===== config.mk =====
export PLATFORM = sky130hd
export DESIGN_NAME = riscv_pipelined
export DESIGN_NICKNAME = d
export VERILOG_FILES = /design/src/source/riscv_isa_pkg.sv /design/src/source/pipeline_pkg.sv /design/src/source/riscv_pipelined.sv /design/src/source/write_back.sv /design/src/source/execute.sv /design/src/source/decode.sv /design/src/source/fetch.sv
export SDC_FILE = /design/constraint.sdc
export NUM_CORES = 2
export LEC_CHECK = 0
export BUFFER_PORTS_ARGS = -buffer_cell sky130_fd_sc_hd__buf_2
export CAP_MARGIN = 20
export CORE_MARGIN = 3
export CORE_UTILIZATION = 40
export CTS_CLUSTER_SIZE = 20
export DETAILED_ROUTE_END_ITERATION = 8
export MAX_ROUTING_LAYER = met4
export PLACE_DENSITY_LB_ADDON = 0.1
export SLEW_MARGIN = 30
export SYNTH_ARGS = -nofsm -noshare
export SYNTH_HDL_FRONTEND = slang
export SYNTH_SLANG_ARGS = --single-unit

===== constraint.sdc =====
create_clock -name clk -period 12.3 [get_ports clk]
set_input_delay 3.075 -clock clk [delete_from_list [all_inputs] [get_ports clk]]
set_output_delay 3.075 -clock clk [all_outputs]
set_load 0.005 [all_outputs]

===== src/source/riscv_isa_pkg.sv =====
`default_nettype none

// rv32i encodings and vector types shared by every stage
package riscv_isa_pkg;

  // widths that carry meaning in the isa
  typedef logic [31:0] addr_t;
  typedef logic [31:0] data_t;
  typedef logic [31:0] instr_t;
  typedef logic [4:0]  reg_idx_t;
  typedef logic [3:0]  byte_en_t;
  typedef logic [6:0]  opcode_t;
  typedef logic [2:0]  funct3_t;
  typedef logic [6:0]  funct7_t;

  // major opcodes in the supported subset
  localparam opcode_t OPCODE_OP     = 7'b0110011;
  localparam opcode_t OPCODE_OP_IMM = 7'b0010011;
  localparam opcode_t OPCODE_LUI    = 7'b0110111;
  localparam opcode_t OPCODE_LOAD   = 7'b0000011;
  localparam opcode_t OPCODE_STORE  = 7'b0100011;

  // alu funct3, shared by op and op-imm
  localparam funct3_t FUNCT3_ADD_SUB = 3'b000;
  localparam funct3_t FUNCT3_SLL     = 3'b001;
  localparam funct3_t FUNCT3_SLT     = 3'b010;
  localparam funct3_t FUNCT3_XOR     = 3'b100;
  localparam funct3_t FUNCT3_SRL     = 3'b101;
  localparam funct3_t FUNCT3_OR      = 3'b110;
  localparam funct3_t FUNCT3_AND     = 3'b111;

  // memory access funct3
  localparam funct3_t FUNCT3_LW = 3'b010;
  localparam funct3_t FUNCT3_SB = 3'b000;
  localparam funct3_t FUNCT3_SH = 3'b001;
  localparam funct3_t FUNCT3_SW = 3'b010;

  // funct7 for register-register ops
  localparam funct7_t FUNCT7_ZERO = 7'b0000000;
  localparam funct7_t FUNCT7_SUB  = 7'b0100000;

  // first fetch address after reset
  localparam addr_t RESET_PC = 32'h0000_0000;

endpackage

`default_nettype wire

===== src/source/pipeline_pkg.sv =====
`default_nettype none

// records passed between pipeline stages and the alu op encoding
package pipeline_pkg;

  // internal alu operation code
  typedef logic [3:0] alu_op_t;

  localparam alu_op_t ALU_ADD    = 4'd0;
  localparam alu_op_t ALU_SUB    = 4'd1;
  localparam alu_op_t ALU_AND    = 4'd2;
  localparam alu_op_t ALU_OR     = 4'd3;
  localparam alu_op_t ALU_XOR    = 4'd4;
  localparam alu_op_t ALU_SLT    = 4'd5;
  localparam alu_op_t ALU_SLL    = 4'd6;
  localparam alu_op_t ALU_SRL    = 4'd7;
  // lui just forwards the immediate
  localparam alu_op_t ALU_PASS_B = 4'd8;

  // width of a store access
  typedef logic [1:0] store_size_t;

  localparam store_size_t STORE_BYTE = 2'd0;
  localparam store_size_t STORE_HALF = 2'd1;
  localparam store_size_t STORE_WORD = 2'd2;

  // fetch to decode
  typedef struct packed {
    riscv_isa_pkg::instr_t instr;
    logic                  valid;
  } if_to_id_t;

  // decode to execute
  typedef struct packed {
    logic                    valid;
    alu_op_t                 alu_op;
    riscv_isa_pkg::data_t    operand_a;
    // immediate or rs2
    riscv_isa_pkg::data_t    operand_b;
    riscv_isa_pkg::data_t    store_data;
    riscv_isa_pkg::reg_idx_t rd;
    logic                    reg_write;
    logic                    mem_read;
    logic                    mem_write;
    store_size_t             store_size;
  } id_to_ex_t;

  // execute to write back
  typedef struct packed {
    logic                    valid;
    riscv_isa_pkg::data_t    alu_result;
    riscv_isa_pkg::data_t    load_data;
    riscv_isa_pkg::reg_idx_t rd;
    logic                    reg_write;
    logic                    mem_read;
  } ex_to_wb_t;

endpackage

`default_nettype wire


===== src/source/riscv_pipelined.sv =====
`timescale 1ns/1ps
`default_nettype none

// four stage in-order rv32i subset core
module riscv_pipelined
  ( input  logic                     clk
  , input  logic                     reset

  // instruction memory
  , output riscv_isa_pkg::addr_t     memory_instr__address
  , output riscv_isa_pkg::data_t     memory_instr__write_data
  , output riscv_isa_pkg::byte_en_t  memory_instr__write_enable
  , input  riscv_isa_pkg::data_t     memory_instr__read_data

  // data memory
  , output riscv_isa_pkg::addr_t     memory_data__address
  , output riscv_isa_pkg::data_t     memory_data__write_data
  , output riscv_isa_pkg::byte_en_t  memory_data__write_enable
  , input  riscv_isa_pkg::data_t     memory_data__read_data
  );

  import riscv_isa_pkg::*;
  import pipeline_pkg::*;

  if_to_id_t if_to_id_out;
  if_to_id_t if_to_id_reg;
  id_to_ex_t id_to_ex_out;
  id_to_ex_t id_to_ex_reg;
  ex_to_wb_t ex_to_wb_out;
  ex_to_wb_t ex_to_wb_reg;

  // write back to register file
  data_t    wb_result;
  reg_idx_t wb_rd;
  logic     wb_write;

  // instruction port is read only
  assign memory_instr__write_data   = '0;
  assign memory_instr__write_enable = '0;

  fetch fetch_inst
    ( .clk           ( clk                     )
    , .reset         ( reset                   )
    , .instr_address ( memory_instr__address   )
    , .instr_data    ( memory_instr__read_data )
    , .if_to_id      ( if_to_id_out            )
    );

  decode decode_inst
    ( .clk       ( clk          )
    , .reset     ( reset        )
    , .if_to_id  ( if_to_id_reg )
    , .wb_result ( wb_result    )
    , .wb_rd     ( wb_rd        )
    , .wb_write  ( wb_write     )
    , .id_to_ex  ( id_to_ex_out )
    );

  execute execute_inst
    ( .id_to_ex          ( id_to_ex_reg              )
    , .data_address      ( memory_data__address      )
    , .data_write_data   ( memory_data__write_data   )
    , .data_write_enable ( memory_data__write_enable )
    , .data_read_data    ( memory_data__read_data    )
    , .ex_to_wb          ( ex_to_wb_out              )
    );

  write_back write_back_inst
    ( .ex_to_wb  ( ex_to_wb_reg )
    , .result    ( wb_result    )
    , .rd        ( wb_rd        )
    , .reg_write ( wb_write     )
    );

  // stage registers, no stalls so they load every cycle
  always_ff @(posedge clk) begin
    if (reset) begin
      if_to_id_reg <= '0;
      id_to_ex_reg <= '0;
      ex_to_wb_reg <= '0;
    end else begin
      if_to_id_reg <= if_to_id_out;
      id_to_ex_reg <= id_to_ex_out;
      ex_to_wb_reg <= ex_to_wb_out;
    end
  end

endmodule

`default_nettype wire


===== src/source/write_back.sv =====
`timescale 1ns/1ps
`default_nettype none

// result select and register write request
module write_back
  ( input  pipeline_pkg::ex_to_wb_t  ex_to_wb
  , output riscv_isa_pkg::data_t     result
  , output riscv_isa_pkg::reg_idx_t  rd
  , output logic                     reg_write
  );

  import riscv_isa_pkg::*;

  logic rd_nonzero;

  // loads return memory data, everything else the alu
  assign result = ex_to_wb.mem_read ? ex_to_wb.load_data : ex_to_wb.alu_result;

  assign rd = ex_to_wb.rd;

  // writes to x0 are dropped here and nowhere else
  assign rd_nonzero = (ex_to_wb.rd != reg_idx_t'(0));

  // only live records that target a real register
  assign reg_write = ex_to_wb.valid && ex_to_wb.reg_write && rd_nonzero;

endmodule

`default_nettype wire


===== src/source/execute.sv =====
`timescale 1ns/1ps
`default_nettype none

// alu, data memory access and load capture
module execute
  ( input  pipeline_pkg::id_to_ex_t  id_to_ex
  , output riscv_isa_pkg::addr_t     data_address
  , output riscv_isa_pkg::data_t     data_write_data
  , output riscv_isa_pkg::byte_en_t  data_write_enable
  , input  riscv_isa_pkg::data_t     data_read_data
  , output pipeline_pkg::ex_to_wb_t  ex_to_wb
  );

  import riscv_isa_pkg::*;
  import pipeline_pkg::*;

  data_t      operand_a;
  data_t      operand_b;
  data_t      alu_result;
  logic [4:0] shamt;
  logic [1:0] byte_offset;
  byte_en_t   lane_mask;

  assign operand_a = id_to_ex.operand_a;
  assign operand_b = id_to_ex.operand_b;
  // shifts use the low five bits only
  assign shamt     = operand_b[4:0];

  always_comb begin
    alu_result = '0;
    case (id_to_ex.alu_op)
      ALU_ADD:    alu_result = operand_a + operand_b;
      ALU_SUB:    alu_result = operand_a - operand_b;
      ALU_AND:    alu_result = operand_a & operand_b;
      ALU_OR:     alu_result = operand_a | operand_b;
      ALU_XOR:    alu_result = operand_a ^ operand_b;
      ALU_SLT:    alu_result[0] = $signed(operand_a) < $signed(operand_b);
      ALU_SLL:    alu_result = operand_a << shamt;
      ALU_SRL:    alu_result = operand_a >> shamt;
      ALU_PASS_B: alu_result = operand_b;
      default:    alu_result = '0;
    endcase
  end

  // load and store address is rs1 plus the immediate
  assign data_address = alu_result;
  assign byte_offset  = alu_result[1:0];

  // replicate store data so every lane holds the value
  always_comb begin
    case (id_to_ex.store_size)
      STORE_BYTE: begin
        data_write_data = {4{id_to_ex.store_data[7:0]}};
        lane_mask       = byte_en_t'(4'b0001 << byte_offset);
      end
      STORE_HALF: begin
        data_write_data = {2{id_to_ex.store_data[15:0]}};
        // aligned halfword picks the upper or lower pair
        lane_mask       = byte_offset[1] ? 4'b1100 : 4'b0011;
      end
      default: begin
        data_write_data = id_to_ex.store_data;
        lane_mask       = 4'b1111;
      end
    endcase
  end

  // bubbles and non-stores never write
  assign data_write_enable = (id_to_ex.valid && id_to_ex.mem_write) ? lane_mask : '0;

  always_comb begin
    ex_to_wb.valid      = id_to_ex.valid;
    ex_to_wb.alu_result = alu_result;
    // combinational read lands in the same cycle
    ex_to_wb.load_data  = data_read_data;
    ex_to_wb.rd         = id_to_ex.rd;
    ex_to_wb.reg_write  = id_to_ex.reg_write;
    ex_to_wb.mem_read   = id_to_ex.mem_read;
  end

endmodule

`default_nettype wire


===== src/source/decode.sv =====
`timescale 1ns/1ps
`default_nettype none

// instruction decode, immediates and register file
module decode
  ( input  logic                     clk
  , input  logic                     reset
  , input  pipeline_pkg::if_to_id_t  if_to_id
  , input  riscv_isa_pkg::data_t     wb_result
  , input  riscv_isa_pkg::reg_idx_t  wb_rd
  , input  logic                     wb_write
  , output pipeline_pkg::id_to_ex_t  id_to_ex
  );

  import riscv_isa_pkg::*;
  import pipeline_pkg::*;

  // x1 to x31 only
  data_t regs [1:31];

  instr_t   instr;
  opcode_t  opcode;
  funct3_t  funct3;
  funct7_t  funct7;
  reg_idx_t rs1;
  reg_idx_t rs2;
  data_t    rs1_data;
  data_t    rs2_data;
  data_t    imm_i;
  data_t    imm_s;
  data_t    imm_u;
  logic     legal;

  // instruction fields
  assign instr  = if_to_id.instr;
  assign opcode = instr[6:0];
  assign funct3 = instr[14:12];
  assign funct7 = instr[31:25];
  assign rs1    = instr[19:15];
  assign rs2    = instr[24:20];

  // sign-extended immediates
  assign imm_i = {{20{instr[31]}}, instr[31:20]};
  assign imm_s = {{20{instr[31]}}, instr[31:25], instr[11:7]};
  assign imm_u = {instr[31:12], 12'b0};

  // register file starts from zero so programs see a known state
  always_ff @(posedge clk) begin
    if (reset) begin
      for (int i = 1; i < 32; i++) begin
        regs[i] <= '0;
      end
    end else if (wb_write) begin
      regs[wb_rd] <= wb_result;
    end
  end

  // read with write-through so a consumer two slots behind sees the result
  function automatic data_t read_reg(input reg_idx_t idx);
    data_t value;
    if (idx == reg_idx_t'(0)) begin
      value = '0;
    end else if (wb_write && wb_rd == idx) begin
      value = wb_result;
    end else begin
      value = regs[idx];
    end
    return value;
  endfunction

  always_comb begin
    rs1_data = read_reg(rs1);
    rs2_data = read_reg(rs2);
  end

  always_comb begin
    legal                = 1'b1;
    id_to_ex.alu_op      = ALU_ADD;
    id_to_ex.operand_a   = rs1_data;
    id_to_ex.operand_b   = rs2_data;
    id_to_ex.store_data  = rs2_data;
    id_to_ex.rd          = instr[11:7];
    id_to_ex.reg_write   = 1'b0;
    id_to_ex.mem_read    = 1'b0;
    id_to_ex.mem_write   = 1'b0;
    id_to_ex.store_size  = STORE_WORD;
    case (opcode)
      OPCODE_OP: begin
        id_to_ex.reg_write = 1'b1;
        // only sub carries a nonzero funct7
        legal = (funct7 == FUNCT7_ZERO) ||
                (funct7 == FUNCT7_SUB && funct3 == FUNCT3_ADD_SUB);
        case (funct3)
          FUNCT3_ADD_SUB: id_to_ex.alu_op = (funct7 == FUNCT7_SUB) ? ALU_SUB : ALU_ADD;
          FUNCT3_SLL:     id_to_ex.alu_op = ALU_SLL;
          FUNCT3_SLT:     id_to_ex.alu_op = ALU_SLT;
          FUNCT3_XOR:     id_to_ex.alu_op = ALU_XOR;
          FUNCT3_SRL:     id_to_ex.alu_op = ALU_SRL;
          FUNCT3_OR:      id_to_ex.alu_op = ALU_OR;
          FUNCT3_AND:     id_to_ex.alu_op = ALU_AND;
          // sltu not supported
          default:        legal = 1'b0;
        endcase
      end
      OPCODE_OP_IMM: begin
        id_to_ex.reg_write = 1'b1;
        id_to_ex.operand_b = imm_i;
        case (funct3)
          FUNCT3_ADD_SUB: id_to_ex.alu_op = ALU_ADD;
          FUNCT3_XOR:     id_to_ex.alu_op = ALU_XOR;
          FUNCT3_OR:      id_to_ex.alu_op = ALU_OR;
          FUNCT3_AND:     id_to_ex.alu_op = ALU_AND;
          default:        legal = 1'b0;
        endcase
      end
      OPCODE_LUI: begin
        id_to_ex.reg_write = 1'b1;
        id_to_ex.alu_op    = ALU_PASS_B;
        id_to_ex.operand_b = imm_u;
      end
      OPCODE_LOAD: begin
        // word loads only
        legal              = (funct3 == FUNCT3_LW);
        id_to_ex.reg_write = 1'b1;
        id_to_ex.mem_read  = 1'b1;
        id_to_ex.operand_b = imm_i;
      end
      OPCODE_STORE: begin
        id_to_ex.mem_write = 1'b1;
        id_to_ex.operand_b = imm_s;
        case (funct3)
          FUNCT3_SB: id_to_ex.store_size = STORE_BYTE;
          FUNCT3_SH: id_to_ex.store_size = STORE_HALF;
          FUNCT3_SW: id_to_ex.store_size = STORE_WORD;
          default:   legal = 1'b0;
        endcase
      end
      default: begin
        legal = 1'b0;
      end
    endcase
    // illegal words flow on as bubbles
    id_to_ex.valid = if_to_id.valid && legal;
  end

endmodule

`default_nettype wire


===== src/source/fetch.sv =====
`timescale 1ns/1ps
`default_nettype none

// program counter and instruction fetch
module fetch
  ( input  logic                     clk
  , input  logic                     reset
  , output riscv_isa_pkg::addr_t     instr_address
  , input  riscv_isa_pkg::instr_t    instr_data
  , output pipeline_pkg::if_to_id_t  if_to_id
  );

  import riscv_isa_pkg::*;

  addr_t pc;
  addr_t pc_next;

  // no branches or jumps so the flow is purely sequential
  assign pc_next = pc + addr_t'(4);

  always_ff @(posedge clk) begin
    if (reset) begin
      pc <= RESET_PC;
    end else begin
      pc <= pc_next;
    end
  end

  // combinational instruction memory read
  assign instr_address = pc;

  always_comb begin
    if_to_id.instr = instr_data;
    // live from the first cycle after reset
    if_to_id.valid = !reset;
  end

endmodule

`default_nettype wire


==> impl_metrics.py <==
metrics = {
    "placement": {
        "hpwl_um": 177000,
        "numPortBuffers": 163,
        "pre_cts_ws_ns": 4.74,
        "gp_congestion": 0.988,
    },
    "worst_setup_path": {
        "criticalPathCategory": "flop to output port",
        "setup.worst_path.end_class": "output port",
        "crit_path_start_kind": "flop",
        "crit_chain": "inv_2 -> buf_4 -> ha_1 -> inv_1 -> o221ai_1 -> a21boi_2 -> nor3_2 -> nor4b_2 -> o21ai_1 -> a2111oi_2 -> a2bb2oi_2 -> o211a_1 -> buf_2",
        "cp_slowest_cell": "dfxtp_2",
        "required_ns": 9.22,
        "max_stage_delay_ns": 0.76,
        "arrival_ns": 5.39,
        "cp_max_fo": 38,
    },
    "sta": {
        "fmax_mhz": 118,
        "holdWs_ns": 0.447,
        "final-hold-violation-count": 0,
        "setup_viol": 0,
        "relSlewSlack": 0.204,
        "skew_ns": 0.0482,
        "drv_slew": 0,
        "setup_ws_ns": 3.84,
        "worst-slew-pin-transition_ns": 1.19,
        "finalCriticalPeriod_ns": 8.46,
        "rsz0062_at_grt": "no",
        "post-route-period-util": 0.688,
        "timing.setup.tns_ns": 0,
    },
    "clock_tree": {
        "post_cts_resized": 0,
        "cts_buffers": 149,
        "cts_root_buf": "clkbuf_16",
        "cts_tree": "yes",
        "clock-sinks": 1270,
        "hold_buffers": 0,
        "clockBufferDepth": 3,
        "cts_setup_buffers": 0,
        "clk_latency_ns": 0.81,
        "clkTransAtPathRegs_ns": 0.06,
        "cts_max_level": 4,
    },
    "die": {
        "fp.dieH_um": 424,
        "start_util": 0.405,
        "rows": 152,
        "ios": 202,
        "coreArea_um2": 173000,
        "die_area_um2": 180000,
        "fp.dieW_um": 424,
    },
    "pwr": {
        "power_per_cell_area_nw_per_um2": 143,
        "p_clk_frac": 0.389,
        "switching_power_mw": 3.27,
        "p_seq_frac": 0.446,
        "combPwrFrac": 0.164,
        "power_leakage_nw": 26.8,
        "power_switching_share": 0.294,
        "max-vdd-ir-drop_uv": 112,
        "internal_power_mw": 7.86,
    },
    "synthesis": {
        "ys_ff_latch": 1270,
        "synthArstFlopShare": 0,
        "ys.flop_type": "edfxtp_1",
        "seq_area_frac_synth": 0.511,
        "synth_edf_count": 1024,
        "synthCells": 5676,
        "netlist_area_um2": 69900,
        "synth_cell_type_count": 98,
        "synth_area_per_cell_um2": 12.3,
        "yosysWarnings": 0,
    },
    "run": {
        "cap_violations": 0,
    },
    "route": {
        "avgViaCountPerCell": 6.25,
        "avgRoutedWirePerCell_um": 34.5,
        "num_vias": 50400,
        "drtIter0Drc": 6450,
        "antenna_left": 0,
        "totalWireLength_um": 279000,
        "drc": 0,
        "dr.pass1.iters": 6,
    },
    "grt": {
        "grt_pass1_wl_um": 389000,
        "grt-ovfl-total": 0,
        "grt_pass1_vias": 49200,
        "grt_usage": 0.315,
        "grt_max_degree": 119,
        "antenna_found_initial": 14,
    },
    "outcome": {
        "status": "finished clean",
    },
    "final_layout": {
        "largest_register_ffs": 1024,
        "drive_gt1_frac": 0.241,
        "nets": 5806,
        "area_growth_pct": 11.6,
    },
    "worst_hold_path": {
        "hp-class": "flop to flop",
    },
}
-- stage by stage --
step	area, um2	power [mW]	instances	utilization
finish	78000	11.1	8077	0.452
global route	78000	11.5	8072	0.452
CTS	78000	11.2	8069	0.451
detailed placement	73300	6.85	7799	0.424
global placement	73200	6.85	7795	0.424
floorplan	70100	6.10	5745	-
-- power by group through the flow --
stage / clock network (mW) / logic, mW / registers [mW]
after global routing: 4.56 / 1.91 / 4.98
final: 4.33 / 1.83 / 4.97
after floorplan: 0 / 1.14 / 4.96
after global placement: 0 / 1.80 / 5.05
after detailed placement: 0 / 1.80 / 5.06
after CTS: 4.40 / 1.81 / 4.97
-- critical path: cells and delay by family, from the launching register on --
kind,cells,cell delay [ns]
AO/OA/AOI/OAI,6,1.96
adder cells (fa/ha/maj),1,0.49
buffers and inverters,4,0.56
flip-flops,1,0.76
AND/OR/NAND/NOR,2,0.83
-- final timing paths --
| kind | cells past startpoint | start | endpoint | slack, ns |
|---|---|---|---|---|
| setup / recovery | 13 | id_to_ex_reg[45] | memory_data__write_enable[0] | 3.84 |
| hold / removal | 1 | id_to_ex_reg[4] | ex_to_wb_reg[1] | 0.45 |
| setup reg to reg | 7 | if_to_id_reg[16] | id_to_ex_reg[94] | 7.19 |
| hold reg to reg | 1 | id_to_ex_reg[4] | ex_to_wb_reg[1] | 0.45 |
-- per-layer routing --
layer	GRT usage	share of wire	vias to the layer above
li1	-	-	21100
met1	0.409	0.40	26200
met2	0.493	0.47	2600
met3	0.0501	0.081	537
met4	0.137	0.050	0
met5	-	0	-
-- Yosys cell counts, types with 23 or more instances --
cell type | n | area share
nor2_1 | 1235 | 0.066
edfxtp_1 | 1024 | 0.44
mux4_2 | 597 | 0.19
clkbuf_1 | 395 | 0.021
nand2_1 | 265 | 0.014
dfxtp_1 | 246 | 0.070
a21oi_1 | 215 | 0.015
mux2i_1 | 180 | 0.026
inv_1 | 151 | 0.0081
o21ai_0 | 128 | 0.0092
nor2b_1 | 127 | 0.011
ha_1 | 98 | 0.018
buf_4 | 97 | 0.010
a211oi_1 | 96 | 0.010
buf_2 | 72 | 0.0052
o22ai_1 | 60 | 0.0054
mux2_2 | 55 | 0.0089
a221oi_1 | 48 | 0.0060
buf_1 | 47 | 0.0025
nor3_1 | 46 | 0.0033
nand3_1 | 41 | 0.0029
o211ai_1 | 37 | 0.0040
a21o_1 | 23 | 0.0025
and2_1 | 23 | 0.0021
-- cell families (layout without fill, tap and decap cells) --
| family | after synthesis | count (layout) | share of synthesized area |
|---|---|---|---|
| AND/OR/NAND/NOR | 1863 | 1863 | 0.113 |
| flip-flops | 1270 | 1270 | 0.511 |
| multiplexers | 836 | 836 | 0.228 |
| AO/OA/AOI/OAI | 803 | 803 | 0.0773 |
| buffers and inverters | 768 | 782 | 0.0481 |
| adder cells (fa/ha/maj) | 100 | 100 | 0.0181 |
| XOR/XNOR | 35 | 35 | 0.00439 |
| other | 1 | 78 | 0.0000537 |
-- cells in the final DEF (no fill, tap or decap), drive strengths merged, types with 51 or more instances in the layout --
master / netlist / routed
a211oi: 97 / 97
a21oi: 217 / 217
a221oi: 51 / 51
buf: 219 / 358
clkbuf: 395 / 204
clkinv: 2 / 53
conb: 1 / 70
dfxtp: 246 / 246
edfxtp: 1024 / 1024
ha: 98 / 98
inv: 152 / 162
mux2: 56 / 56
mux2i: 180 / 180
mux4: 600 / 600
nand2: 265 / 265
nor2: 1236 / 1236
nor2b: 127 / 127
o21ai: 133 / 133
o22ai: 60 / 60
-- final cells by class --
cell class / instances / area (um2)
well taps: 2310 / 2890
diodes: 8 / 20.0
clock buffers: 204 / 4050
clock inverters: 66 / 638
repair buffers: 358 / 2300
multi-input cells: 3707 / 31800
flip-flops and latches: 1270 / 35700
fillers: 15800 / 94700
inverters: 154 / 578
(Power assumes the default switching activity.)
